<file path="config.mk">
export PLATFORM = sky130hd
export DESIGN_NAME = ahbFabric
export DESIGN_NICKNAME = d
export VERILOG_FILES = /design/src/verilog/ahbPkg.sv /design/src/verilog/ahbFabric.sv
export VERILOG_INCLUDE_DIRS = /design/src /design/src/verilog
export SDC_FILE = /design/constraint.sdc
export NUM_CORES = 1
export LEC_CHECK = 0
export BUFFER_PORTS_ARGS = -buffer_cell sky130_fd_sc_hd__buf_2
export CORE_AREA = 2 2 70 72
export CTS_CLUSTER_DIAMETER = 200
export CTS_CLUSTER_SIZE = 16
export DETAILED_ROUTE_END_ITERATION = 8
export DIE_AREA = 0 0 72 74
export GPL_ROUTABILITY_DRIVEN = 0
export PLACE_DENSITY_LB_ADDON = 0.1
export SYNTH_ARGS = -nofsm -noshare
export SYNTH_HDL_FRONTEND = slang
export SYNTH_SLANG_ARGS = --single-unit
</file>
<file path="constraint.sdc">
create_clock -name HCLK -period 1.56 [get_ports HCLK]
set_input_delay 0.156 -clock HCLK [delete_from_list [all_inputs] [get_ports HCLK]]
set_output_delay 0.156 -clock HCLK [all_outputs]
set_load 0.005 [all_outputs]
</file>
<file path="src/verilog/uncore_consts.svh">
// Uncore constants
// Bus widths, address map of the three regions and peripheral register offsets
`ifndef UNCORE_CONSTS_SVH
`define UNCORE_CONSTS_SVH

// Bus widths
`define XLEN 32
`define PA_BITS 32
`define PADDR_BITS 16

// Address map
`define RAM_BASE 32'h8000_0000
`define RAM_WORDS 1024
`define GPIO_BASE 32'h1006_0000
`define CLINT_BASE 32'h0200_0000
`define PERIPH_SIZE 32'h0001_0000

// GPIO register offsets
`define GPIO_OUT 16'h0000
`define GPIO_EN 16'h0004
`define GPIO_IN 16'h0008

// Timer register offsets
`define CLINT_MSIP 16'h0000
`define CLINT_CMP_LO 16'h4000
`define CLINT_CMP_HI 16'h4004
`define CLINT_TIME_LO 16'hBFF8
`define CLINT_TIME_HI 16'hBFFC

`endif
</file>
<file path="src/verilog/ahbPkg.sv">
// AHB-side types
// Master request, per-slave reply and the decoded region
`default_nettype none

`include "uncore_consts.svh"

package ahbPkg;

  // One transfer as driven by the master
  // hwdata and hwstrb belong to the data phase
  typedef struct packed {
    logic [`PA_BITS-1:0] haddr;
    logic [`XLEN-1:0]    hwdata;
    logic [`XLEN/8-1:0]  hwstrb;
    logic                hwrite;
    logic [2:0]          hsize;
    logic [1:0]          htrans;
  } ahbReqT;

  // Reply of one slave, merged by the fabric
  typedef struct packed {
    logic [`XLEN-1:0] hrdata;
    logic             hreadyout;
    logic             hresp;
  } ahbRespT;

  // Regions known to the decoder
  typedef enum logic [1:0] {regionNone, regionRam, regionGpio, regionClint} regionT;

endpackage

`default_nettype wire

</file>
<file path="src/verilog/ahbFabric.sv">
// AHB-Lite fabric
// Decodes the address phase into a region, holds it through the data phase
// and merges the slave replies back to the master
`timescale 1ns/1ps
`default_nettype none

`include "uncore_consts.svh"

module ahbFabric (
  input  logic               HCLK,
  input  logic               rstN,
  input  ahbPkg::ahbReqT     ahbReq,
  input  ahbPkg::ahbRespT    ramResp,
  input  ahbPkg::ahbRespT    bridgeResp,
  output logic               hselRam,
  output logic               hselBridge,
  output logic               hselGpio,
  output logic               hselClint,
  output logic [`XLEN-1:0]   HRDATA,
  output logic               HREADY,
  output logic               HRESP
);

  localparam logic [`PA_BITS-1:0] ramLimit = `RAM_BASE + `RAM_WORDS * 4;

  ahbPkg::regionT region, regionQ;
  logic selRamQ, selBridgeQ, selNoneQ;

  ////////////////////////////////////////////////////////////
  // Address phase decode
  ////////////////////////////////////////////////////////////

  assign hselRam   = (ahbReq.haddr >= `RAM_BASE) && (ahbReq.haddr < ramLimit);
  // Peripheral windows are size aligned
  assign hselGpio  = (ahbReq.haddr & ~(`PERIPH_SIZE - 1)) == `GPIO_BASE;
  assign hselClint = (ahbReq.haddr & ~(`PERIPH_SIZE - 1)) == `CLINT_BASE;
  assign hselBridge = hselGpio | hselClint;

  always_comb begin
    if (hselRam) region = ahbPkg::regionRam;
    else if (hselGpio) region = ahbPkg::regionGpio;
    else if (hselClint) region = ahbPkg::regionClint;
    else region = ahbPkg::regionNone;
  end

  ////////////////////////////////////////////////////////////
  // Data phase select
  ////////////////////////////////////////////////////////////

  // Only moves when the previous transfer is done, so a slow slave keeps its select
  // IDLE and BUSY cycles leave no data phase behind
  always_ff @(posedge HCLK or negedge rstN) begin
    if (!rstN) begin
      regionQ <= ahbPkg::regionNone;
    end else if (HREADY) begin
      regionQ <= ahbReq.htrans[1] ? region : ahbPkg::regionNone;
    end
  end

  assign selRamQ    = regionQ == ahbPkg::regionRam;
  assign selBridgeQ = (regionQ == ahbPkg::regionGpio) || (regionQ == ahbPkg::regionClint);
  assign selNoneQ   = regionQ == ahbPkg::regionNone;

  // Response merge
  assign HRDATA = ({`XLEN{selRamQ}} & ramResp.hrdata) |
                  ({`XLEN{selBridgeQ}} & bridgeResp.hrdata);

  // Unmapped space answers at once so the bus never hangs
  assign HREADY = (selRamQ & ramResp.hreadyout) |
                  (selBridgeQ & bridgeResp.hreadyout) |
                  selNoneQ;

  assign HRESP = (selRamQ & ramResp.hresp) | (selBridgeQ & bridgeResp.hresp);

endmodule

`default_nettype wire

</file>
==> metrics.yaml <==
cts_buffers: 3
coreArea_sq_um: 4600
synthArstFlopShare: 1.00
drv_slew: 0
initial_core_util: 0.135
ios: 182
power_frac_comb: 0.351
cts_tree: "yes"
syn_inst: 95
syn_area_sq_um: 619
grt_pass1_vias: 974
max_freq_mhz: 635
reg.largest.list: "regionQ: 2 flops"
overflow: 0
top_register: "regionQ"
die_area_sq_um: 5330
route.met3.wl_um: 226
rrSetupSlack_ns: 0.47
placed_area_sq_um: 1350
avgRoutedWirePerCell_um: 11.2
largest_register_ffs: 2
drive_gt1_frac: 0.653
htree_levels: 1
min_period_ns: 1.57
seq_area_frac_synth: 0.0808
final_area_sq_um: 1440
numPortBuffers: 128
drv_cap: 0
cts_buffer_depth: 2
rsz0062_at_grt: "yes"
die_x_um: 72
r2r-start: "regionQ[1]$_DFFE_PN0P_"
p_int_uw: 307
switching_share: 0.211
hp-start: "bridgeResp[1]"
drc_errors: 0
yosysUniqueCellTypes: 23
crit_fanout: 3
syn2layout_area_growth_pct: 133
synth.top_cell.area_share: 0.297
ys_warn_count: 0
drtIter0Drc: 21
r2r-end: "regionQ[0]$_DFFE_PN0P_"
ff2ff_path_depth: 3
dp_worst_setup_slack_ns: -0.0612
clock_power_share: 0.514
p_leak_uw: 0.000813
cp.required_ns: 1.40
layout_setup_ws_ns: -0.0145
worstSkewPairLatency_ns: 0.21
finalHoldViolations: 0
p_seq_frac: 0.134
status: "finished, violations left"
rows: 25
setup_viol: 2
fin_crit_sh: 1.01
worstPathArrival_ns: 1.42
dr.pass1.iters: 4
synth_top_area_cell: "a22o_1"
path_clk_slew_ns: 0.03
dr_wl_met2_mm: 1.68
antenna_found_initial: 0
vias: 1172
hp-class: "in2reg"
viasPerCell: 4.20
syn-num-nets: 239
grt_first_pass_wirelength_mm: 4.37
totalWireLength_mm: 3.13
clock-root-buffer: "clkbuf_8"
hpwlAfterDp_mm: 2.63
drt-met1-wl_mm: 1.21
p_per_area_nw_per_um2: 270
synth-seq-cells: 2
ir_drop_mv: 0.391
cts.sinks: 2
grt_max_degree: 46
worst_slew_pin_slew_ns: 0.246
highest_layer: "met4"
die_h_um: 74
worst_hold_path.endpoint: "regionQ[1]$_DFFE_PN0P_"
finClkSkew_ns: 0.000214
cp-end-kind: "output pin"
p_switching_uw: 82.3
violations: "setup timing"
synth.avg_cell_area_sq_um: 6.52
antenna_left: 0
antennaDiodeCount: 0
synthFlopType: "dfrtp_1"
nets: 371
synth_edf_count: 0
grtUsageTotal: 0.0993
slew_headroom: 0.835
crit_type: "in2out"
start_kind: "input pin"
min_path_cells: 2
synthTopCellsByArea: "a22o_1 30%, nand2_1 16%, o21ai_1 9.7%"
-- per-layer routing --
| metal | up-vias | track usage |
|---|---|---|
| li1 | 621 | - |
| met1 | 501 | 0.117 |
| met2 | 48 | 0.183 |
| met3 | 2 | 0.0190 |
| met4 | 0 | 0.0294 |
| met5 | - | 0 |
-- per-stage QoR --
stage	setup TNS (ns)	hold slack (ns)	cells	utilization	power [uW]
3_5_place_dp	-0.128	-0.0576	273	0.294	181
3_3_place_gp	-0.114	-0.0550	273	0.294	179
5_1_grt	-0.222	0.154	279	0.314	416
6_report	-0.0214	0.144	279	0.314	390
4_1_cts	-0.0107	0.142	278	0.310	393
2_1_floorplan	0	-0.140	95	-	64.5
-- cells by family after synthesis --
| family | Yosys count | share of synthesized area |
|---|---|---|
| buffers and inverters | 10 | 0.0606 |
| and+or+nand+nor | 44 | 0.376 |
| AOI/OAI and AO/OA | 38 | 0.465 |
| muxes | 1 | 0.0182 |
| DFF | 2 | 0.0808 |
-- worst max path at each step --
stage                 endpoint  startpoint  cells past startpoint
floorplan            hselClint  ahbReq[68]                      3
global placement      hselGpio  ahbReq[68]                      5
detailed placement   hselClint  ahbReq[68]                      5
CTS                 hselBridge  ahbReq[62]                      5
global route          hselGpio  ahbReq[62]                      5
finish               hselClint  ahbReq[62]                      5
-- placed cells by master (no fill, tap or decap), drive strengths merged --
master	Yosys	final
or4b	1	1
or4	4	4
or3	1	1
a22o	21	21
nor2	3	3
nand3	1	1
buf	0	134
a41oi	1	1
nand4b	1	1
nor4	2	2
nor3	2	2
mux2	1	1
nand2b	1	1
o21ai	12	12
and3	1	1
a21oi	3	3
nand2	27	27
inv	2	2
dfrtp	2	2
dlygate4sd3	0	1
clkbuf	8	3
o32ai	1	1
-- area by class of cell --
class	count	area, sq um
inverters	2	7.51
well taps	54	67.6
flip-flops and latches	2	50.0
multi-input cells	83	543
fillers	510	3160
clock buffers	3	41.3
repair buffers	135	733
-- power by group through the flow --
stage	Clock [uW]	Sequential [uW]	Combinational [uW]
4_1_cts	207	52.3	134
6_report	200	52.3	137
3_3_place_gp	0	52.8	126
5_1_grt	212	52.3	152
3_5_place_dp	0	52.8	128
2_1_floorplan	0	52.8	11.6
-- cells in the mapped netlist (2+ instances only) --
master	instances
dfrtp_1	2
nor4_2	2
o21ai_1	12
nand2_1	27
nor3_1	2
a21oi_1	2
nor2_1	3
or4_1	2
clkbuf_1	8
or4_4	2
a22o_1	21
-- worst max-delay path, stage by stage --
cell    delay, ns
buf_6        0.09
or4_4        0.53
or3_4        0.42
nor2_2       0.11
buf_2        0.11
-- repair_timing --
action                                 in CTS  in global routing
buffers inserted                            1                  1
pin swaps                                   5                  1
resized for setup                           3                  1
endpoints found under the hold margin       2                  0
setup endpoints to repair                   3                  4
cloned                                      0                  0
hold buffers                                1                  0
No activity file was read; power rests on OpenSTA's default activity.
