==> src/verilog/uncore_consts.svh <==
// Uncore constants
// Bus widths, address map of the three regions and peripheral register offsets
`ifndef UNCORE_CONSTS_SVH
`define UNCORE_CONSTS_SVH

// Bus widths
`define XLEN 32
`define PA_BITS 32
`define PADDR_BITS 16

// Address map
`define RAM_BASE 32'h8000_0000
`define RAM_WORDS 1024
`define GPIO_BASE 32'h1006_0000
`define CLINT_BASE 32'h0200_0000
`define PERIPH_SIZE 32'h0001_0000

// GPIO register offsets
`define GPIO_OUT 16'h0000
`define GPIO_EN 16'h0004
`define GPIO_IN 16'h0008

// Timer register offsets
`define CLINT_MSIP 16'h0000
`define CLINT_CMP_LO 16'h4000
`define CLINT_CMP_HI 16'h4004
`define CLINT_TIME_LO 16'hBFF8
`define CLINT_TIME_HI 16'hBFFC

`endif
==> src/verilog/apbPkg.sv <==
// APB-side types
// Bridge request shared by the peripherals and one peripheral reply
`default_nettype none

`include "uncore_consts.svh"

package apbPkg;

  // psel bit 0 is GPIO, bit 1 is the timer
  typedef struct packed {
    logic [1:0]             psel;
    logic                   penable;
    logic                   pwrite;
    logic [`PADDR_BITS-1:0] paddr;
    logic [`XLEN-1:0]       pwdata;
    logic [`XLEN/8-1:0]     pstrb;
  } apbReqT;

  typedef struct packed {
    logic [`XLEN-1:0] prdata;
    logic             pready;
  } apbRespT;

endpackage

`default_nettype wire

==> src/verilog/ahbPkg.sv <==
// AHB-side types
// Master request, per-slave reply and the decoded region
`default_nettype none

`include "uncore_consts.svh"

package ahbPkg;

  // One transfer as driven by the master
  // hwdata and hwstrb belong to the data phase
  typedef struct packed {
    logic [`PA_BITS-1:0] haddr;
    logic [`XLEN-1:0]    hwdata;
    logic [`XLEN/8-1:0]  hwstrb;
    logic                hwrite;
    logic [2:0]          hsize;
    logic [1:0]          htrans;
  } ahbReqT;

  // Reply of one slave, merged by the fabric
  typedef struct packed {
    logic [`XLEN-1:0] hrdata;
    logic             hreadyout;
    logic             hresp;
  } ahbRespT;

  // Regions known to the decoder
  typedef enum logic [1:0] {regionNone, regionRam, regionGpio, regionClint} regionT;

endpackage

`default_nettype wire

==> src/verilog/ahbApbBridge.sv <==
// AHB to APB bridge
// Turns one AHB transfer into an APB setup and access pair
// for the GPIO and timer peripherals
`timescale 1ns/1ps
`default_nettype none

`include "uncore_consts.svh"

module ahbApbBridge (
  input  logic            HCLK,
  input  logic            rstN,
  input  logic            hsel,
  input  logic [1:0]      hselPeriph,
  input  ahbPkg::ahbReqT  ahbReq,
  input  logic            HREADY,
  input  apbPkg::apbRespT gpioResp,
  input  apbPkg::apbRespT clintResp,
  output apbPkg::apbReqT  apbReq,
  output ahbPkg::ahbRespT resp
);

  typedef enum logic [1:0] {stIdle, stSetup, stAccess} stateT;

  stateT                  state, stateNext;
  logic                   accept, periphReady;
  logic [1:0]             pselQ;
  logic                   pwriteQ;
  logic [`PADDR_BITS-1:0] paddrQ;
  logic [`XLEN-1:0]       wdataQ;
  logic [`XLEN/8-1:0]     strbQ;

  // New transfer on this cycle's address phase
  assign accept = hsel & ahbReq.htrans[1] & HREADY;
  assign periphReady = (pselQ[0] & gpioResp.pready) | (pselQ[1] & clintResp.pready);

  always_comb begin
    case (state)
      stIdle:   stateNext = accept ? stSetup : stIdle;
      stSetup:  stateNext = stAccess;
      // Back to back transfers go straight into setup
      stAccess: stateNext = !periphReady ? stAccess : (accept ? stSetup : stIdle);
      default:  stateNext = stIdle;
    endcase
  end

  always_ff @(posedge HCLK or negedge rstN) begin
    if (!rstN) begin
      state   <= stIdle;
      pselQ   <= 2'b00;
      pwriteQ <= 1'b0;
    end else begin
      state <= stateNext;
      if (accept) begin
        pselQ   <= hselPeriph;
        pwriteQ <= ahbReq.hwrite;
      end
    end
  end

  // Address on accept, write data once the data phase has begun
  always_ff @(posedge HCLK) begin
    if (accept) paddrQ <= ahbReq.haddr[`PADDR_BITS-1:0];
    if (state == stSetup) begin
      wdataQ <= ahbReq.hwdata;
      strbQ  <= ahbReq.hwstrb;
    end
  end

  ////////////////////////////////////////////////////////////
  // APB outputs
  ////////////////////////////////////////////////////////////

  assign apbReq.psel    = (state == stIdle) ? 2'b00 : pselQ;
  assign apbReq.penable = state == stAccess;
  assign apbReq.pwrite  = pwriteQ;
  assign apbReq.paddr   = paddrQ;
  // Setup uses the live bus, access the captured copy
  assign apbReq.pwdata  = (state == stSetup) ? ahbReq.hwdata : wdataQ;
  assign apbReq.pstrb   = !pwriteQ ? '0 : ((state == stSetup) ? ahbReq.hwstrb : strbQ);

  // AHB reply
  assign resp.hrdata    = ({`XLEN{pselQ[0]}} & gpioResp.prdata) |
                          ({`XLEN{pselQ[1]}} & clintResp.prdata);
  assign resp.hreadyout = (state == stIdle) | ((state == stAccess) & periphReady);
  assign resp.hresp     = 1'b0;

endmodule

`default_nettype wire

==> config.mk <==
export PLATFORM = sky130hd
export DESIGN_NAME = ahbApbBridge
export DESIGN_NICKNAME = d
export VERILOG_FILES = /design/src/verilog/apbPkg.sv /design/src/verilog/ahbPkg.sv /design/src/verilog/ahbApbBridge.sv
export VERILOG_INCLUDE_DIRS = /design/src /design/src/verilog
export SDC_FILE = /design/constraint.sdc
export NUM_CORES = 1
export LEC_CHECK = 0
export BUFFER_PORTS_ARGS = -buffer_cell sky130_fd_sc_hd__buf_4
export CAP_MARGIN = 40
export CORE_MARGIN = 2
export CORE_UTILIZATION = 25
export DETAILED_ROUTE_END_ITERATION = 10
export GPL_ROUTABILITY_DRIVEN = 0
export PLACE_DENSITY_LB_ADDON = 0.25
export SLEW_MARGIN = 10
export SYNTH_ARGS = -nofsm -noshare
export SYNTH_HDL_FRONTEND = slang
export SYNTH_SLANG_ARGS = --single-unit
==> constraint.sdc <==
create_clock -name HCLK -period 2.9 [get_ports HCLK]
set_input_delay 0.145 -clock HCLK [delete_from_list [all_inputs] [get_ports HCLK]]
set_output_delay 0.145 -clock HCLK [all_outputs]
set_load 0.1 [all_outputs]
==> impl_metrics.yaml <==
run_status:
  status: "complete, no violations"
floorplanning:
  die_area_sq_mm: 0.00976
  die_w_microns: 98.8
  io_pins: 236
  die_y_microns: 98.8
  core-area_sq_mm: 0.00872
  start_util_pct: 25.8
  num_rows: 34
sta:
  fin_crit_sh_pct: 80.5
  fmax_mhz: 428
  fin_setup_tns_ns: 0
  min_period_ns: 2.33
  hold_violations: 0
  setup_viol: 0
  fin_worst_skew_ns: 0.00707
  slew_violations: 0
  fin_ws_ns: 0.566
  worst_slew_pin_slew_ns: 0.663
  slew-limit-headroom_pct: 55.7
  rsz0062_at_grt: "no"
placement:
  dpl.hpwl_microns: 5300
  port_buffers: 214
  place_area_sq_mm: 0.00393
  pre_cts_ws_ns: 0.882
clocking:
  cts_tree: "done"
  hold_buffers: 17
  cts_setup_buffers: 0
  numCtsBuffers: 9
  cts.sink_count: 57
  clk_pin_slew_ns: 0.06
  clkLatencyLatePin_ns: 0.33
  root_buffer: "clkbuf_8"
  cts_buffer_depth: 2
  cts_resized: 0
  htree_levels: 3
synth:
  ys_types: 20
  ys_seq_elements: 57
  synthCells: 157
  yosys_warnings: 0
  synth_area_sq_mm: 0.00225
  synth-seq-area-share_pct: 59.1
  syn_nets: 303
  syn_avg_cell_area_sq_um: 14.3
setup_path:
  start_kind: "flop"
  worstPathMaxFanout: 19
  r2r_setup_slack_ns: 1.16
  endpoint_kind: "output port"
  cp_data_arrival_time_ns: 2.19
  required_ns: 2.76
  crit_type: "reg2out"
power_and_ir_drop:
  switching_power_uw: 2890
  vdd_drop_max_v: 0.000855
  p_leak_uw: 0.00208
  combPwrFrac_pct: 64.3
  clockPowerShare_pct: 13.5
  sequentialPowerShare_pct: 22.2
  p_int_uw: 2140
  swShare_pct: 57.5
  pwr_density_cell_mw_per_mm2: 1170
global_routing:
  met3_usage_pct: 5.89
  grt_overflow: 0
  grt.met1_usage_pct: 14.1
  track_usage_pct: 13.9
  grt_first_pass_wirelength_microns: 10700
  grt_busiest_layer: "met2"
  use_met2_pct: 25.1
  grt_pass1_vias: 2316
  grt_max_degree: 22
  antenna_found_initial: 0
layout:
  finalNetCount: 535
  final_area_sq_mm: 0.00428
  drive_above_1_share_pct: 69.0
  syn_to_final_growth_pct: 90.8
  antennaDiodeCount: 0
drt:
  ant_nets: 0
  viasPerCell: 4.39
  drc: 0
  vias: 2205
  drt-total-wl_microns: 6940
  drt_first_pass_iters: 3
  wl_per_cell_microns: 13.8
  drt_iter0_drc: 45
job:
  cap_viol_max_count: 0
min_path:
  hold_path_class: "in2reg"
## state kept, by name (all words and copies together), names as in the netlist
signal,count
wdataQ,32
paddrQ,16
strbQ,4
pselQ,2
state,2
pwriteQ,1
## metrics by stage
stage                     hold slack [ns]  instances  total power, uW  util, %
after global routing               0.0276        502             5210     49.1
after global placement            -0.0425        469             4350     45.1
after detailed placement          -0.0443        469             4370     45.1
after CTS                          0.0223        502             5090     49.1
final                              0.0429        502             5030     49.1
after floorplan                    -0.151        157             3740        -
## routing by layer
layer	up-vias	part of all wire, %
met5	-	0
met2	133	52
met1	1013	35
li1	1049	-
met3	10	12
met4	0	1.2
## cells by family (layout without fill, tap and decap cells)
kind of cell           Yosys count  count (layout)  synth area share, %
buffers and inverters           15             252                 4.23
other                            1               1                0.167
AOI/OAI and AO/OA               37              37                 14.0
DFF                             57              57                 59.1
and+or+nand+nor                  8               8                 2.28
muxes                           39              39                 20.2
## cell usage after synthesis (all sizes together)
master | number | area share [%]
a22o | 32 | 12
dfrtp | 5 | 5.6
and2 | 5 | 1.4
conb | 1 | 0.17
clkbuf | 7 | 1.2
o21a | 2 | 0.67
nand3 | 1 | 0.22
a21oi | 1 | 0.22
mux2 | 39 | 20
nor2b | 2 | 0.67
a21o | 1 | 0.33
dfxtp | 36 | 32
edfxtp | 16 | 21
buf | 7 | 2.9
a22oi | 1 | 0.33
inv | 1 | 0.17
## cells in the final DEF (no fill, tap or decap), drive strengths merged, types with 3 or more instances in the layout
cell / netlist / layout
buf: 7 / 218
mux2: 39 / 39
dfxtp: 36 / 36
a22o: 32 / 32
dlygate4sd3: 0 / 17
edfxtp: 16 / 16
clkbuf: 7 / 12
and2: 5 / 5
dfrtp: 5 / 5
clkinv: 0 / 3
## worst max-delay path, cell delays in order (launching register included)
cell and delay (ns):
dfrtp_1 0.44, nor2b_4 0.52, buf_4 0.30, mux2_2 0.36, buf_4 0.23
## area by class of cell
type | count | area (sq um)
repair buffers | 235 | 1810
clock buffers | 12 | 156
flip-flops and latches | 57 | 1330
fillers | 790 | 4440
multi-input cells | 85 | 830
well taps | 108 | 135
clock inverters | 4 | 26.3
inverters | 1 | 3.75
## power groups by stage
stage	combinational (uW)	sequential, uW	clock [uW]
after CTS	3250	1120	710
after global placement	3220	1130	0
after detailed placement	3230	1140	0
after floorplan	2560	1180	0
final	3240	1120	678
after global routing	3320	1150	738
## worst paths after layout
kind,from,end,cells after the start
max,state[1],apbReq[6],4
min,ahbReq[5],pwriteQ,2
max reg2reg,state[1],wdataQ[31],3
min reg2reg,strbQ[0],strbQ[0],1
max in group asynchronous,rstN,pselQ[0],2
min in group asynchronous,rstN,pwriteQ,2
(Power assumes the default switching activity.)
