==> src/verilog/uncore_consts.svh <==
// Uncore constants
// Bus widths, address map of the three regions and peripheral register offsets
`ifndef UNCORE_CONSTS_SVH
`define UNCORE_CONSTS_SVH

// Bus widths
`define XLEN 32
`define PA_BITS 32
`define PADDR_BITS 16

// Address map
`define RAM_BASE 32'h8000_0000
`define RAM_WORDS 1024
`define GPIO_BASE 32'h1006_0000
`define CLINT_BASE 32'h0200_0000
`define PERIPH_SIZE 32'h0001_0000

// GPIO register offsets
`define GPIO_OUT 16'h0000
`define GPIO_EN 16'h0004
`define GPIO_IN 16'h0008

// Timer register offsets
`define CLINT_MSIP 16'h0000
`define CLINT_CMP_LO 16'h4000
`define CLINT_CMP_HI 16'h4004
`define CLINT_TIME_LO 16'hBFF8
`define CLINT_TIME_HI 16'hBFFC

`endif
==> src/verilog/apbPkg.sv <==
// APB-side types
// Bridge request shared by the peripherals and one peripheral reply
`default_nettype none

`include "uncore_consts.svh"

package apbPkg;

  // psel bit 0 is GPIO, bit 1 is the timer
  typedef struct packed {
    logic [1:0]             psel;
    logic                   penable;
    logic                   pwrite;
    logic [`PADDR_BITS-1:0] paddr;
    logic [`XLEN-1:0]       pwdata;
    logic [`XLEN/8-1:0]     pstrb;
  } apbReqT;

  typedef struct packed {
    logic [`XLEN-1:0] prdata;
    logic             pready;
  } apbRespT;

endpackage

`default_nettype wire

==> src/verilog/gpioApb.sv <==
// GPIO on APB
// Output and enable registers, synchronized input pins
`timescale 1ns/1ps
`default_nettype none

`include "uncore_consts.svh"

module gpioApb (
  input  logic            HCLK,
  input  logic            rstN,
  input  apbPkg::apbReqT  apbReq,
  input  logic [31:0]     gpioIn,
  output apbPkg::apbRespT apbResp,
  output logic [31:0]     gpioOut,
  output logic [31:0]     gpioEn
);

  logic             wrEn;
  logic [31:0]      inMeta, inSync;
  logic [`XLEN-1:0] rdata, merged;

  assign wrEn = apbReq.psel[0] & apbReq.penable & apbReq.pwrite;

  // Register readback
  always_comb begin
    case (apbReq.paddr)
      `GPIO_OUT: rdata = gpioOut;
      `GPIO_EN:  rdata = gpioEn;
      `GPIO_IN:  rdata = inSync;
      default:   rdata = '0;
    endcase
  end

  // Strobed bytes replace the current value
  always_comb begin
    merged = rdata;
    for (int b = 0; b < `XLEN / 8; b++) begin
      if (apbReq.pstrb[b]) merged[8*b +: 8] = apbReq.pwdata[8*b +: 8];
    end
  end

  always_ff @(posedge HCLK or negedge rstN) begin
    if (!rstN) begin
      gpioOut <= '0;
      gpioEn  <= '0;
      inMeta  <= '0;
      inSync  <= '0;
    end else begin
      // Two flop synchronizer on the pins
      inMeta <= gpioIn;
      inSync <= inMeta;
      if (wrEn && apbReq.paddr == `GPIO_OUT) gpioOut <= merged;
      if (wrEn && apbReq.paddr == `GPIO_EN) gpioEn <= merged;
    end
  end

  assign apbResp.prdata = rdata;
  assign apbResp.pready = 1'b1;

endmodule

`default_nettype wire

==> config.mk <==
export PLATFORM = sky130hd
export DESIGN_NAME = gpioApb
export DESIGN_NICKNAME = d
export VERILOG_FILES = /design/src/verilog/apbPkg.sv /design/src/verilog/gpioApb.sv
export VERILOG_INCLUDE_DIRS = /design/src /design/src/verilog
export SDC_FILE = /design/constraint.sdc
export NUM_CORES = 1
export LEC_CHECK = 0
export ABC_AREA = 1
export BUFFER_PORTS_ARGS = -buffer_cell sky130_fd_sc_hd__buf_4
export CORE_ASPECT_RATIO = 1.75
export CORE_MARGIN = 3
export CORE_UTILIZATION = 45
export CTS_BUF_LIST = sky130_fd_sc_hd__clkbuf_16
export CTS_CLUSTER_SIZE = 25
export DETAILED_ROUTE_END_ITERATION = 7
export PLACE_DENSITY = 0.73
export SYNTH_ARGS = -nofsm -noshare
export SYNTH_HDL_FRONTEND = slang
export SYNTH_SLANG_ARGS = --single-unit
==> constraint.sdc <==
create_clock -name HCLK -period 1.6 [get_ports HCLK]
set_input_delay 0.24 -clock HCLK [delete_from_list [all_inputs] [get_ports HCLK]]
set_output_delay 0.24 -clock HCLK [all_outputs]
set_load 0.01 [all_outputs]
==> results of run 1 <==
layout make-up:
| type | count | area share [%] |
|---|---|---|
| Clock buffer | 17 | 4.35 |
| Inverter | 9 | 0.346 |
| Tap cell | 165 | 2.11 |
| Sequential cell | 128 | 32.8 |
| Multi-Input combinational cell | 408 | 29.7 |
| Clock inverter | 14 | 1.97 |
| Timing Repair Buffer | 281 | 28.8 |
through the flow:
| stage | cells | power, mW | util [%] |
|---|---|---|---|
| after global placement | 922 | 3.78 | 60.6 |
| after detailed placement | 922 | 3.79 | 60.6 |
| after global routing | 1022 | 8.17 | 81.4 |
| final | 1022 | 7.93 | 81.4 |
| after CTS | 997 | 7.88 | 72.1 |
| after floorplan | 581 | 3.51 | - |
per-layer routing:
layer | global-route usage [%] | routed length [um] | up-vias
met5 | 0 | 0 | -
met2 | 50.0 | 11900 | 420
met3 | 6.92 | 1860 | 113
met4 | 14.9 | 1470 | 0
met1 | 27.5 | 6980 | 2900
li1 | - | - | 2528
timing repair:
action                                  4_1_cts  5_1_grt
endpoints found under the setup margin       32       32
setup buffers                                 7       15
cloned                                        4       14
hold buffers                                 33        0
pin swaps                                     8       36
endpoints found under the hold margin        56        0
resized for setup                            51      148
cell usage after synthesis:
cell and instances:
buf_2 16, nor2_4 2, nand4_1 32, nand3_2 21
buf_8 1, nor2_1 7, nand2_1 133, inv_1 7
nor2_8 1, inv_2 2, nand3_1 174, buf_6 3
buf_4 6, nand2_2 1, clkbuf_1 10, nor2_2 4
conb_1 1, dfrtp_1 128, or2_2 32
kinds of logic (layout without fill, tap and decap cells):
| group | Yosys count | in the layout | share of synthesized area, % |
|---|---|---|---|
| flip-flops | 128 | 128 | 57.9 |
| buffers and inverters | 45 | 321 | 4.43 |
| other | 1 | 1 | 0.0678 |
| AND/OR/NAND/NOR | 407 | 407 | 37.6 |
worst paths after layout:
| path | start | end | slack, ps | cells past startpoint |
|---|---|---|---|---|
| min in group asynchronous | rstN | gpioEn[28] | 330 | 2 |
| max in group asynchronous | rstN | inSync[25] | 690 | 3 |
| max reg2reg | gpioEn[9] | gpioOut[9] | 320 | 6 |
| min reg2reg | inMeta[28] | inSync[28] | 340 | 0 |
| max | apbReq[50] | apbResp[16] | -40 | 9 |
| min | apbReq[20] | gpioEn[16] | 160 | 4 |
flip-flops by register name (all words and copies together), names as in the netlist:
register	cells
gpioEn	32
gpioOut	32
inMeta	32
inSync	32
where the power goes:
part / switching [mW] / internal (mW)
Combinational: 0.239 / 0.282
Clock: 1.46 / 2.59
Sequential: 0.0385 / 3.32
worst max-delay path: stages:
cell	delay (ps)
buf_6	90
nor2_4	120
nand2_4	80
nor2_8	210
buf_6	160
clkbuf_16	160
nand3_2	100
nand3_2	110
buf_4	120
==> metrics.md, run 1 <==
| Metric | Value |
|---|---|
| Routed WL per cell | `between 20 and 25 um` |
| HP Class | `input pin to register` |
| Total wire length | `22200 um` |
| Worst Path Required | `between 1000 and 1500 ps` |
| Final setup vio count | `9` |
| Crit. End Element | `primary output` |
| Post-Synthesis Cell Area | `around 5500 sq um` |
| Failing checks | `setup timing` |
| Synth area leader | `dfrtp_1` |
| Most frequent cells in the layout | `174 x buf_4, 128 x nand2_1, 128 x dfrtp_1, 88 x nand3_1, 67 x nand3_2` |
| Max Fclk | `0.610 GHz` |
| Clock-pin slew on the worst setup and hold paths | `60 ps` |
| Chip width | `89.8 um` |
| Post-place setup slack | `-127 ps` |
| Max Slew Vio Count | `0` |
| Most common cell after layout, fill and taps aside | `buf_4` |
| Fin. Hold Viols | `0` |
| Nets | `935` |
| Fin worst setup slack | `-38.7 ps` |
| 1st-iter DRT viols | `444` |
| Synth unique cells | `19` |
| Hold slack | `159 ps` |
| PortBufs | `between 150 and 200` |
| Status | `finished, violations left` |
| Die Ht | `approximately 150 um` |
| Antenna-violating nets left | `0` |
| All-Layer GR Usage | `27.1%` |
| Setup TNS | `-105 ps` |
| WS Path Type | `input pin to primary output` |
| Count of state elements after synthesis | `128` |
| Antenna Diode Count | `0` |
| Avg Cell Area, Syn | `9.52 sq um` |
| Initial core utilization | `46.1%` |
| Share of cells above drive strength 1 | `51.0%` |
| Antenna violations before repair | `0` |
| Cells after Synth | `581` |
| Leak pwr | `4.80 nW` |
| Final period demand of the worst path | `1640 ps` |
| Synthesized netlist net count | `671` |
| Period utilization | `102%` |
| Die ar. | `roughly 14000 sq um` |
| Maxcap violations | `0` |
| Clk_lat worst skew | `about 420 ps` |
| GR Overflow Total | `0` |
| Post-Layout Inst Area | `9770 sq um` |
| Core ar. | `12000 sq um` |
| Largest net degree at the start of global routing | `36` |
| # DRC | `0` |
| Clk buf depth | `2` |
| First-pass DRT Iterations | `5` |
| GP Congestion | `0.818` |
| Htree depth | `4` |
| Seq/Total Area, Yosys | `57.9%` |
| Area fraction of the dominant cell type after synthesis | `between 50% and 60%` |
| RSZ-0062 raised after global routing | `true` |
| Placed instance area | `7270 sq um` |
| CTS tree | `done` |
| CP Launch Type | `input pin` |
| Area of the multi-input gates | `2900 sq um` |
| PD cells | `between 800 and 900 nW/um^2` |
| Worst EP arrival | `between 1000 and 1500 ps` |
| Via count | `5961` |
| Top cells by area, synth | `dfrtp_1 58%, nand3_1 16%, nand2_1 9.0%` |
| # rows | `53` |
| Register area | `3200 sq um` |
| TritonCTS Buffers | `17` |
| Area delta synth->final | `76.6%` |
| I/O pin cnt | `187` |
| Clk_skew | `9.30 ps` |
| Clock sinks | `around 130` |
| First-pass GRT wire length | `29400 um` |
| Fillcell total | `between 600 and 700` |
| DP HPWL | `11600 um` |
| Vias in the first global route | `5895` |
| YS warnings | `0` |
| Crit Path Max Fanout | `6` |
| VDD IR max | `918 uV` |
| Via/cell ratio | `5.83` |
| Root Driver | `clkbuf_16` |
Power figures use the tool's default switching activity.
==> run 2: changes to the inputs <==
CORE_MARGIN = default   (was 3)
==> run 2 against run 1 <==
  * The flow still finishes with violations (setup timing)
  * Wire length is 13% lower
  * Worst hold slack worse by 10 ps
  * Maximum frequency is 3.7% lower
  * Combinational power is 5.8% lower
  * Critical path depth stayed put
  * Setup slack worse by 62 ps
  * Die area is 7.0% lower
  * Global-route usage is 1.5 points higher
==> metrics.md, run 2 (same netlist as run 1, synthesis figures left out) <==
| Metric | Value |
|---|---|
| R2R depth | `4 (was 6)` |
| Via count | `5739 (was 5961)` |
| Clock sinks | `128 (unchanged)` |
| DP HPWL | `11300 um (was 11600 um)` |
| Worst EP arrival | `1460 ps (was 1400 ps)` |
| Most frequent cells in the layout | `190 x buf_4, 130 x nand2_1, 128 x dfrtp_1, 123 x nand3_1, 64 x nand3_2 (was 174 x buf_4, 128 x nand2_1, 128 x dfrtp_1, 88 x nand3_1, 67 x nand3_2)` |
| Chip width | `85.8 um (was 89.8 um)` |
| Final cell count without fillers | `1013 (was 1022)` |
| Clk pwr share | `48.7% (was 51.1%)` |
| PortBufs | `184 (unchanged)` |
| Failing checks | `setup timing (unchanged)` |
| Clk_skew | `7.19 ps (was 9.30 ps)` |
| Max Slew Vio Count | `0 (unchanged)` |
| Logic pwr share | `6.6% (about the same)` |
| TritonCTS Buffers | `17 (unchanged)` |
| Nets | `925 (was 935)` |
| # DRC | `0 (unchanged)` |
| Most common cell after layout, fill and taps aside | `buf_4 (unchanged)` |
| First-pass GRT wire length | `27600 um (was 29400 um)` |
| HP Class | `input pin to register (unchanged)` |
| Die ar. | `12800 sq um (was 13700 sq um)` |
| Post-place setup slack | `-101 ps (was -127 ps)` |
| Share of cells above drive strength 1 | `46.1% (was 51.0%)` |
| I/O pin cnt | `187 (unchanged)` |
| Int Power | `5.74 mW (was 6.20 mW)` |
| Htree depth | `4 (unchanged)` |
| Initial core utilization | `46.1% (unchanged)` |
| Max Fclk | `0.588 GHz (was 0.610 GHz)` |
| Total wire length | `19400 um (was 22200 um)` |
| Largest net degree at the start of global routing | `56 (was 36)` |
| Fillcell total | `785 (was 669)` |
| RSZ-0062 raised after global routing | `true (unchanged)` |
| Hold slack | `149 ps (was 159 ps)` |
| Dpl cells | `925 (was 922)` |
| Antenna Diode Count | `0 (unchanged)` |
| Worst Path Required | `1360 ps (about the same)` |
| 1st-iter DRT viols | `396 (was 444)` |
| Final core occ | `75.5% (was 81.4%)` |
| CTS tree | `done (unchanged)` |
| Via/cell ratio | `5.67 (was 5.83)` |
| Root Driver | `clkbuf_16 (unchanged)` |
| Hold depth | `4 (unchanged)` |
| Area delta synth->final | `63.7% (was 76.6%)` |
| Antenna-violating nets left | `0 (unchanged)` |
| Antenna violations before repair | `0 (unchanged)` |
| Vias in the first global route | `5797 (was 5895)` |
| Fin worst setup slack | `-101 ps (was -38.7 ps)` |
| Crit Path Max Fanout | `5 (was 6)` |
| CP Launch Type | `input pin (unchanged)` |
| Final setup vio count | `27 (was 9)` |
| Status | `finished, violations left (unchanged)` |
| First-pass DRT Iterations | `5 (unchanged)` |
| PD cells | `827 nW/um^2 (was 812 nW/um^2)` |
| NetSw | `1.75 mW (was 1.74 mW)` |
| GR Overflow Total | `0 (unchanged)` |
| # rows | `53 (unchanged)` |
| Core ar. | `12000 sq um (unchanged)` |
| Period utilization | `106% (was 102%)` |
| All-Layer GR Usage | `28.6% (was 27.1%)` |
| Crit. End Element | `primary output (unchanged)` |
| Fin. Hold Viols | `0 (unchanged)` |
| WS Path Type | `input pin to primary output (unchanged)` |
| Leak pwr | `4.59 nW (was 4.80 nW)` |
| VDD IR max | `800 uV (was 918 uV)` |
| Clk buf depth | `2 (unchanged)` |
| Die Ht | `149 um (was 153 um)` |
| Flop pwr share | `44.7% (was 42.3%)` |
| Final period demand of the worst path | `1700 ps (was 1640 ps)` |
| Routed WL per cell | `19.2 um (was 21.8 um)` |
| Switching portion of total power | `23.4% (was 21.9%)` |
| GP Congestion | `0.816 (was 0.818)` |
| Clock-pin slew on the worst setup and hold paths | `60 ps (about the same)` |
| Maxcap violations | `0 (unchanged)` |
| Clk_lat worst skew | `420 ps (about the same)` |
## run 2: changes by cell type in the layout (fill, tap and decap cells not counted), sizes merged
| cell | before | now |
|---|---|---|
| buf | 238 | 231 |
| bufinv | 4 | 1 |
| clkbuf | 27 | 24 |
| clkinv | 6 | 2 |
| clkinvlp | 4 | 6 |
| inv | 9 | 15 |
## run 2: power by group through the flow
stage	logic, mW	clock network [mW]	registers, mW
4_1_cts	0.462	3.68	3.34
3_3_place_gp	0.374	0	3.40
5_1_grt	0.530	3.84	3.35
2_1_floorplan	0.118	0	3.39
6_report	0.491	3.65	3.35
3_5_place_dp	0.387	0	3.40
## run 2: critical path, stage by stage
cell and delay [ps]:
buf_4 110, nor2_2 130, nand2_2 140, nor2_4 120, buf_12 140, buf_4 180
nand3_1 150, nand3_2 110, buf_4 120
## run 2: worst paths after layout
path | to | slack, ps | startpoint
max in group asynchronous | inSync[18] | 750 | rstN
max | apbResp[25] | -100 | apbReq[43]
max reg2reg | gpioEn[24] | 510 | gpioOut[24]
min reg2reg | inSync[0] | 340 | inMeta[0]
min | gpioEn[23] | 150 | apbReq[27]
min in group asynchronous | gpioEn[25] | 260 | rstN
## run 2: per-layer routing
layer / share of wire (%) / vias up / GRT usage, %
li1: - / 2497 / -
met1: 33 / 2795 / 30.1
met2: 54 / 357 / 50.7
met3: 7.0 / 90 / 5.99
met4: 5.6 / 0 / 18.8
met5: 0 / - / 0
## run 2: what timing repair did
action,in CTS,in global routing
setup buffers,7,3
endpoints found under the hold margin,49,0
setup endpoints to repair,31,32
hold buffers,33,0
resized for setup,22,80
pin swaps,6,15
cloned,4,9
## run 2: cell type report
cell class	count	area (sq um)	share of cell area [%]
inverter	9	33.8	0.373
sequential	128	3200	35.4
timing repair buffer	271	2590	28.6
clock inverter	15	136	1.51
tap	165	206	2.28
multi-input combinational	408	2460	27.2
clock buffer	17	425	4.70
## run 2: per-stage QoR
stage / area (sq um) / total power, mW / setup TNS (ps)
final: 9060 / 7.49 / -741
after global routing: 9060 / 7.73 / -2680
after CTS: 8430 / 7.49 / -118
after detailed placement: 7280 / 3.79 / -5810
after global placement: 7280 / 3.77 / -2540
after floorplan: 5530 / 3.51 / 0
