===== src/verilog/uncore_consts.svh =====
// Uncore constants
// Bus widths, address map of the three regions and peripheral register offsets
`ifndef UNCORE_CONSTS_SVH
`define UNCORE_CONSTS_SVH

// Bus widths
`define XLEN 32
`define PA_BITS 32
`define PADDR_BITS 16

// Address map
`define RAM_BASE 32'h8000_0000
`define RAM_WORDS 1024
`define GPIO_BASE 32'h1006_0000
`define CLINT_BASE 32'h0200_0000
`define PERIPH_SIZE 32'h0001_0000

// GPIO register offsets
`define GPIO_OUT 16'h0000
`define GPIO_EN 16'h0004
`define GPIO_IN 16'h0008

// Timer register offsets
`define CLINT_MSIP 16'h0000
`define CLINT_CMP_LO 16'h4000
`define CLINT_CMP_HI 16'h4004
`define CLINT_TIME_LO 16'hBFF8
`define CLINT_TIME_HI 16'hBFFC

`endif

===== src/verilog/apbPkg.sv =====
// APB-side types
// Bridge request shared by the peripherals and one peripheral reply
`default_nettype none

`include "uncore_consts.svh"

package apbPkg;

  // psel bit 0 is GPIO, bit 1 is the timer
  typedef struct packed {
    logic [1:0]             psel;
    logic                   penable;
    logic                   pwrite;
    logic [`PADDR_BITS-1:0] paddr;
    logic [`XLEN-1:0]       pwdata;
    logic [`XLEN/8-1:0]     pstrb;
  } apbReqT;

  typedef struct packed {
    logic [`XLEN-1:0] prdata;
    logic             pready;
  } apbRespT;

endpackage

`default_nettype wire


===== src/verilog/clintApb.sv =====
// Core-local timer on APB
// Free running 64-bit mtime, mtimecmp compare and software interrupt bit
`timescale 1ns/1ps
`default_nettype none

`include "uncore_consts.svh"

module clintApb (
  input  logic            HCLK,
  input  logic            rstN,
  input  apbPkg::apbReqT  apbReq,
  output apbPkg::apbRespT apbResp,
  output logic            mTimerInt,
  output logic            mSwInt
);

  logic [63:0]      mtime, mtimecmp;
  logic             msip, wrEn;
  logic [`XLEN-1:0] rdata, merged;

  assign wrEn = apbReq.psel[1] & apbReq.penable & apbReq.pwrite;

  always_comb begin
    case (apbReq.paddr)
      `CLINT_MSIP:    rdata = {31'b0, msip};
      `CLINT_CMP_LO:  rdata = mtimecmp[31:0];
      `CLINT_CMP_HI:  rdata = mtimecmp[63:32];
      `CLINT_TIME_LO: rdata = mtime[31:0];
      `CLINT_TIME_HI: rdata = mtime[63:32];
      default:        rdata = '0;
    endcase
  end

  // Byte merge of write data onto the addressed register
  always_comb begin
    merged = rdata;
    for (int b = 0; b < `XLEN / 8; b++) begin
      if (apbReq.pstrb[b]) merged[8*b +: 8] = apbReq.pwdata[8*b +: 8];
    end
  end

  always_ff @(posedge HCLK or negedge rstN) begin
    if (!rstN) begin
      msip     <= 1'b0;
      mtimecmp <= '1;
      mtime    <= '0;
    end else begin
      if (wrEn && apbReq.paddr == `CLINT_MSIP) msip <= merged[0];
      if (wrEn && apbReq.paddr == `CLINT_CMP_LO) mtimecmp[31:0] <= merged;
      if (wrEn && apbReq.paddr == `CLINT_CMP_HI) mtimecmp[63:32] <= merged;
      // A write to either half wins over the tick
      if (wrEn && apbReq.paddr == `CLINT_TIME_LO) mtime <= {mtime[63:32], merged};
      else if (wrEn && apbReq.paddr == `CLINT_TIME_HI) mtime <= {merged, mtime[31:0]};
      else mtime <= mtime + 64'd1;
    end
  end

  // Interrupts
  assign mTimerInt = mtime >= mtimecmp;
  assign mSwInt    = msip;

  assign apbResp.prdata = rdata;
  assign apbResp.pready = 1'b1;

endmodule

`default_nettype wire


===== config.mk =====
export PLATFORM = sky130hd
export DESIGN_NAME = clintApb
export DESIGN_NICKNAME = d
export VERILOG_FILES = /design/src/verilog/apbPkg.sv /design/src/verilog/clintApb.sv
export VERILOG_INCLUDE_DIRS = /design/src /design/src/verilog
export SDC_FILE = /design/constraint.sdc
export NUM_CORES = 1
export LEC_CHECK = 0
export ABC_AREA = 0
export BUFFER_PORTS_ARGS = -buffer_cell sky130_fd_sc_hd__buf_2
export CAP_MARGIN = 10
export CORE_MARGIN = 2
export CORE_UTILIZATION = 45
export CTS_BUF_LIST = sky130_fd_sc_hd__clkbuf_8
export CTS_CLUSTER_SIZE = 28
export DETAILED_ROUTE_END_ITERATION = 12
export PLACE_DENSITY = 0.59
export SYNTH_ARGS = -nofsm -noshare
export SYNTH_HDL_FRONTEND = slang
export SYNTH_SLANG_ARGS = --single-unit

===== constraint.sdc =====
create_clock -name HCLK -period 4.1 [get_ports HCLK]
set_input_delay 0 -clock HCLK [delete_from_list [all_inputs] [get_ports HCLK]]
set_output_delay 0 -clock HCLK [all_outputs]
set_load 0.05 [all_outputs]

==> summary.md, run 1 <==
| Metric | Value |
|---|---|
| Yosys top cell by area | dfstp_2 |
| Most frequent cells in the layout | 131 x mux2i_1, 97 x nand2_1, 88 x buf_2 |
| Vias in the first global route | 7875 |
| Final period util | 0.828 |
| Yosys top cell area share | 0.178 |
| R2r endpoint | mtime[52] |
| Cell Rows | 53 |
| GRT overflow | 0 |
| Final min period | 3400 ps |
| IO Port Bufs | 90 |
| Cell Area, Synth | 9460 um2 |
| Min-Delay Startpoint | apbReq[11] |
| Critical path class | flip-flop to output port |
| Fin. Hold Viols | 0 |
| Setup TNS | 0 ps |
| Initial antenna violation count | 0 |
| First-pass GRT wire length | 44800 um |
| Die footprint | 22200 um2 |
| Area contributors post-synth | dfstp_2 18%, dfrtp_1 17%, mux2i_1 14% |
| Unrepaired setup endpoints after global routing | false |
| Max_slew headroom | 0.172 |
| Post-synth cell types | 61 |
| Layout Skew | 15.6 ps |
| DRT iter0 DRCs | between 600 and 700 |
| Post-synth net total | 1151 |
| Tot Pwr | roughly 2.9 mW |
| WP data arrival | 3400 ps |
| Synth Instances | 1028 |
| Max incr delay on CP | 660 ps |
| WHS Endpoint | mtime[7] |
| Number of flops mapped to enable cells by yosys | 0 |
| Max VDD drop | 0.000161 V |
| Ports | 93 |
| Synth Flop Type | dfrtp_1 |
| Post-CTS Setup Inserts | 0 |
| Setup violations, final | 0 |
| Hold Path Stages | 4 |
| Crit path cell chain | inv_1 -> ha_1 -> and3_1 -> nand4_1 -> or4_1 -> or3_1 -> o21ai_0 -> buf_2 |
| Worst slew pin tran | 1240 ps |
| Register area share after synthesis | 0.350 |
| Diode count | 0 |
| Status | complete, no violations |
| Max Root-Sink Buffers | 2 |
| Pin count of the biggest net entering global routing | 68 |
| CTS H-tree lvls | 4 |
| Die H | 149 um |
| Starting Density | 0.454 |
| Yosys warnings | 0 |
| Max Fclk | 0.294 GHz |
| Core Box Area | 20800 um2 |
| Ys async rst share | 1.00 |
| Critical Path Start Type | flip-flop |
| Slowest-stage cell, CP | or4_1 |
| Worst r2r src | mtime[32] |
| Detailed-router iteration count before antenna repair | 6 |
| Worst EP required | 4100 ps |
| LEAKAGE | 4.52 nW |
| Share of cells above drive strength 1 | 0.216 |
| Clock latency at the later pin of the worst-skew pair | 460 ps |
| #FFs+latches synth | 129 |
| Final RePlAce weighted congestion | 0.882 |
| Routed WL | 28500 um |
| Via density | 5.80 |
| R2r setup slk | between 1000 and 1500 ps |
| Clk slew on worst S/H paths | 90 ps |
| CTS sink cnt | ~130 |
| Root Driver | clkbuf_8 |
| Worst-path maximum fanout | 3 |
| Final ANT Viol Nets | 0 |
| Max_cap viols | 0 |
| CTS Buf Count | 17 |
| Nets | 1258 |
| Max Slew Vio Count | 0 |
| Vias after detailed routing | 8250 |
| Gr usage total | 0.264 |
| Die width | 149 um |
| Hpwl dp | roughly 20000 um |
| DRC viols | 0 |
| Cell area power density | 263 nW/um2 |
| Post-Syn Area per Cell | 9.20 um2 |
| Synth-to-Final Area Change | 15.0% |
| Drt wl/cell | 20.0 um |
| TritonCTS clock tree | built |
| R2R depth | 7 |
| Most common cell after layout, fill and taps aside | mux2i_1 |
| Crit end category | output port |
| HP Class | primary input to flip-flop |
## synthesized netlist by cell type, types with 3 or more instances
library cell	n
mux2i_1	131
nand2_1	98
inv_1	70
dfrtp_1	65
ha_1	65
dfstp_2	64
o21ai_0	63
a21oi_1	48
nand3_1	43
nand4_1	38
clkbuf_1	35
nor2_1	35
o21ai_1	29
xor2_1	28
and3_1	22
nor4_1	21
o22ai_2	21
xnor2_1	13
nor3_1	12
and4_1	10
o22ai_1	10
buf_1	8
or4_1	8
a211oi_1	7
o31ai_1	7
buf_2	6
a21o_1	5
a221oi_1	5
buf_6	4
nand2b_1	4
o21a_1	4
a221oi_2	3
a31oi_1	3
mux2i_2	3
o211ai_1	3
o22ai_4	3
or2_2	3
or3_1	3
## sequential cells by signal, summed over array words and instances (netlist names)
| signal | flops |
|---|---|
| mtime | 64 |
| mtimecmp | 64 |
| mSwInt | 1 |
## what timing repair did
item | in CTS | in global routing
endpoints found under the hold margin | 129 | 0
endpoints found under the setup margin | 0 | 0
gates resized for setup | 0 | 0
hold buffers | 32 | 0
## area by class of cell
cell class,count,area [um2]
clock buffers,18,248
clock inverters,14,116
fillers,2043,9940
inverters,70,263
multi-input cells,775,5660
flip-flops and latches,129,3310
well taps,275,344
repair buffers,142,938
## kinds of logic after synthesis
kind of cell | count (synthesis) | synth area share
compound gates | 226 | 0.161
mux | 136 | 0.145
buf+inv | 124 | 0.0536
fa+ha+maj | 65 | 0.0860
flops | 129 | 0.350
other cells | 1 | 0.000397
simple gates | 306 | 0.166
xor+xnor | 41 | 0.0380
## worst max path at each step
| stage | startpoint | endpoint | slack (ps) | depth (start not counted) |
|---|---|---|---|---|
| after floorplan | apbReq[49] | mtime[29] | 890 | 7 |
| after global placement | apbReq[49] | mtime[3] | 1070 | 7 |
| after detailed placement | apbReq[49] | mtime[3] | 1030 | 7 |
| after CTS | mtimecmp[61] | mTimerInt | 670 | 8 |
| after global routing | mtimecmp[61] | mTimerInt | 600 | 8 |
| final | mtimecmp[61] | mTimerInt | 700 | 8 |
## worst max-delay path: cells and delay by family, from the launching register on
kind                       cells  cell delay [ps]
and+or+nand+nor                4             1480
DFF                            1              550
buffers and inverters          2              370
adders and majority gates      1              290
AOI/OAI and AO/OA              1              240
## per-stage QoR
stage / worst slack [ps] / area, um2 / utilization / instances / hold WS, ps
3_3_place_gp: 1070 / 10200 / 0.490 / 1359 / 192
4_1_cts: 673 / 10900 / 0.522 / 1423 / 27.1
3_5_place_dp: 1030 / 10200 / 0.490 / 1359 / 191
2_1_floorplan: 894 / 9460 / - / 1028 / -296
5_1_grt: 602 / 10900 / 0.522 / 1423 / 47.2
6_report: 704 / 10900 / 0.522 / 1423 / 51.4
## where the power goes
group	total (mW)	internal (mW)	leakage [nW]	switching, mW
Sequential	1.41	1.32	1.52	0.0925
Clock	1.06	0.491	0.174	0.568
Combinational	0.392	0.177	2.83	0.215
## routing by layer
layer / vias up / part of all wire / global-route usage
met2: 242 / 0.46 / 0.423
li1: 4006 / - / -
met3: 35 / 0.048 / 0.0404
met4: 0 / 0.020 / 0.0771
met1: 3967 / 0.47 / 0.370
met5: - / 0 / 0
Power figures use the tool's default switching activity.
==> run 2: changes to the inputs <==
- ABC_AREA: 0 -> 1
- PLACE_DENSITY: 0.59 -> 0.61
- clock period: 4.1 -> 2.9 ns (I/O delays scaled with it)
==> summary.md, run 2 <==
| Metric | Value |
|---|---|
| CTS Buf Count | 17 (unchanged) |
| Max_slew headroom | 0.453 (was 0.172) |
| WP data arrival | 2730 ps (was 3400 ps) |
| Synth-to-Final Area Change | 13.9% (was 15.0%) |
| Die width | 164 um (was 149 um) |
| Share of cells above drive strength 1 | 0.159 (was 0.216) |
| Hold slack | 26.3 ps (was 51.4 ps) |
| Vias in the first global route | 11979 (was 7875) |
| Synth cell count leaders | 483 x nand2_1, 298 x nand3_1, 255 x nor2_1 (was 131 x mux2i_1, 98 x nand2_1, 70 x inv_1) |
| Worst-path maximum fanout | 3 (unchanged) |
| GRT overflow | 0 (unchanged) |
| Ports | 93 (unchanged) |
| Top-count cell post-synth | nand2_1 (was mux2i_1) |
| Tot Pwr | 4.03 mW (was 2.86 mW) |
| Max Slew Vio Count | 0 (unchanged) |
| Root Driver | clkbuf_8 (unchanged) |
| Clock latency at the later pin of the worst-skew pair | 470 ps (was 460 ps) |
| R2R depth | 10 (was 7) |
| Top routing layer in use | met4 (unchanged) |
| XOR/XNOR Fraction of Synth Area | 0.0191 (was 0.0380) |
| Pin count of the biggest net entering global routing | 69 (was 68) |
| Hold Path Stages | 4 (unchanged) |
| Clk slew on worst S/H paths | 100 ps (was 90 ps) |
| Fraction of synthesized area in multiplexers | 0 (was 0.145) |
| Hpwl dp | 33900 um (was 20300 um) |
| Fin. Hold Viols | 0 (unchanged) |
| Routed length on met1 | 20000 um (was 13400 um) |
| Drt wl/cell | 20.5 um (was 20.0 um) |
| WL met2 | 20800 um (was 13200 um) |
| Final std cells w/o fill | 2224 (was 1423) |
| Cell Area, Synth | 11500 um2 (was 9460 um2) |
| Critical Path Start Type | flip-flop (unchanged) |
| Starting Density | 0.456 (was 0.454) |
| Routed WL | 45500 um (was 28500 um) |
| Yosys warnings | 0 (unchanged) |
| Die footprint | 26700 um2 (was 22200 um2) |
| Most common cell after layout, fill and taps aside | nand2_1 (was mux2i_1) |
| Detailed-router iteration count before antenna repair | 5 (was 6) |
| Synth Area in Compound Gates | 0.0971 (was 0.161) |
| Post-CTS Setup Inserts | 0 (unchanged) |
| Max Root-Sink Buffers | 2 (unchanged) |
| Post-synth net total | 1895 (was 1151) |
| Final ANT Viol Nets | 0 (unchanged) |
| Final min period | 2730 ps |
| DRC viols | 0 (unchanged) |
| Setup TNS | 0 ps (unchanged) |
| Final RePlAce weighted congestion | 1.06 (was 0.882) |
| Crit end category | output port (unchanged) |
| Diode count | 0 (unchanged) |
| Initial antenna violation count | 0 (unchanged) |
| Register area share after synthesis | 0.289 (was 0.350) |
| DRT iter0 DRCs | 1296 (was 659) |
| Status | complete, no violations (unchanged) |
| Synth Flop Type | dfrtp_1 (unchanged) |
| Setup violations, final | 0 (unchanged) |
| R2r setup slk | 620 ps (was 1300 ps) |
| Yosys top cell by area | nand2_1 (was dfstp_2) |
| Worst slew pin tran | 818 ps (was 1240 ps) |
| Nets | 2004 (was 1258) |
| Ys async rst share | 1.00 (unchanged) |
| Most frequent cells in the layout | 483 x nand2_1, 298 x nand3_1, 252 x nor2_1 (was 131 x mux2i_1, 97 x nand2_1, 88 x buf_2) |
| Core Box Area | 25100 um2 (was 20800 um2) |
| Max Fclk | 0.366 GHz |
| Max VDD drop | 0.000254 V (was 0.000161 V) |
| HP Class | primary input to flip-flop (unchanged) |
| Dpl cells | 2159 (was 1359) |
| CTS sink cnt | 129 (unchanged) |
| Area contributors post-synth | nand2_1 16%, dfstp_2 15%, dfrtp_1 14% (was dfstp_2 18%, dfrtp_1 17%, mux2i_1 14%) |
| Number of flops mapped to enable cells by yosys | 0 (unchanged) |
| Final period util | 0.942 |
| First-pass GRT wire length | 69000 um (was 44800 um) |
| Layout Skew | 19.6 ps (was 15.6 ps) |
| Yosys top cell area share | 0.158 (was 0.178) |
| Post-layout utilization of the core | 0.519 (was 0.522) |
| Post-synthesis simple-gate area fraction | 0.444 (was 0.166) |
| Routed length on met3 | 3900 um (was 1360 um) |
| Cell Rows | 58 (was 53) |
| Die H | 164 um (was 149 um) |
| Unrepaired setup endpoints after global routing | false (unchanged) |
| #FFs+latches synth | 129 (unchanged) |
| Worst EP required | 2900 ps (was 4100 ps) |
| Post-Syn Area per Cell | 6.46 um2 (was 9.20 um2) |
| IO Port Bufs | 90 (unchanged) |
| Via density | 5.69 (was 5.80) |
| Critical path class | flip-flop to output port (unchanged) |
| Gr usage total | 0.343 (was 0.264) |
| TritonCTS clock tree | built (unchanged) |
| Synth Instances | 1772 (was 1028) |
| CTS H-tree lvls | 4 (unchanged) |
| Post-synth cell types | 41 (was 61) |
| Vias after detailed routing | 12655 (was 8250) |
| LEAKAGE | 6.16 nW (was 4.52 nW) |
| Cell area power density | 309 nW/um2 (was 263 nW/um2) |
| Synth Area in Adders | 0.0710 (was 0.0860) |
| Max_cap viols | 0 (unchanged) |
| Largest family of logic cells by synthesized area | simple AND/OR/NAND/NOR gates (unchanged) |
==> run 2: cell types whose count changed in the layout (fill, tap and decap cells not counted), moves of 27 or more <==
cell	previous run	this run
nand2_1	97	483
or2_2	4	33
o2111ai_1	1	28
nand3_2	2	30
mux2i_1	131	0
nor2_1	35	252
inv_1	71	140
nand3_1	41	298
==> run 2: final timing paths <==
| path | from | to |
|---|---|---|
| setup / recovery | mtimecmp[55] | mTimerInt |
| hold / removal | apbReq[39] | mtime[62] |
| setup reg to reg | mtime[1] | mtime[32] |
| hold reg to reg | mtimecmp[44] | mtimecmp[44] |
| max in group asynchronous | rstN | mtimecmp[61] |
| min in group asynchronous | rstN | mtime[23] |
==> run 2: worst max-delay path, cell delays in order, from the launching register on <==
cell and delay [ps]:
dfstp_2 540, inv_1 70, ha_1 300, nand2_1 90, nor2_2 180, nand3_1 180
nor2_1 180, and3b_1 200, nand3_1 70, nand3_1 170, clkbuf_4 270
==> run 2: power by group <==
group	leakage (nW)	internal (mW)	switching (mW)	total (mW)
clock	0.216	0.958	0.873	1.83
combinational	4.42	0.128	0.205	0.333
sequential	1.53	1.82	0.0441	1.86
==> run 2: metrics by stage <==
| stage | worst slack [ps] | instance area, um2 |
|---|---|---|
| 5_1_grt | 30.1 | 13000 |
| 6_report | 169 | 13000 |
| 3_5_place_dp | 630 | 12300 |
| 3_3_place_gp | 621 | 12300 |
| 4_1_cts | 99.7 | 13000 |
| 2_1_floorplan | 1060 | 11500 |
==> run 2: per-layer routing <==
metal	GRT usage	vias to the layer above
li1	-	6099
met1	0.471	5951
met2	0.547	537
met3	0.0696	68
met4	0.0993	0
met5	0	-
==> run 2: cells by family (layout without fill, tap and decap cells) <==
kind of cell | after synthesis | count (layout)
and+or+nand+nor | 1148 | 1148
DFF | 129 | 129
AOI/OAI and AO/OA | 193 | 193
adders and majority gates | 65 | 65
other | 1 | 1
buffers and inverters | 211 | 333
xor gates and xnor gates | 25 | 25
==> run 2: layout make-up <==
type,count,area [um2]
Inverter,145,547
Sequential cell,129,3310
Fill cell,2659,12100
Clock buffer,18,248
Timing Repair Buffer,156,1070
Multi-Input combinational cell,1432,7260
Clock inverter,14,191
Tap cell,330,413
==> run 2: what timing repair did <==
action / 4_1_cts / 5_1_grt
resized for setup: 0 / 2
hold buffers: 33 / 0
hold endpoints to repair: 195 / 0
endpoints found under the setup margin: 0 / 1
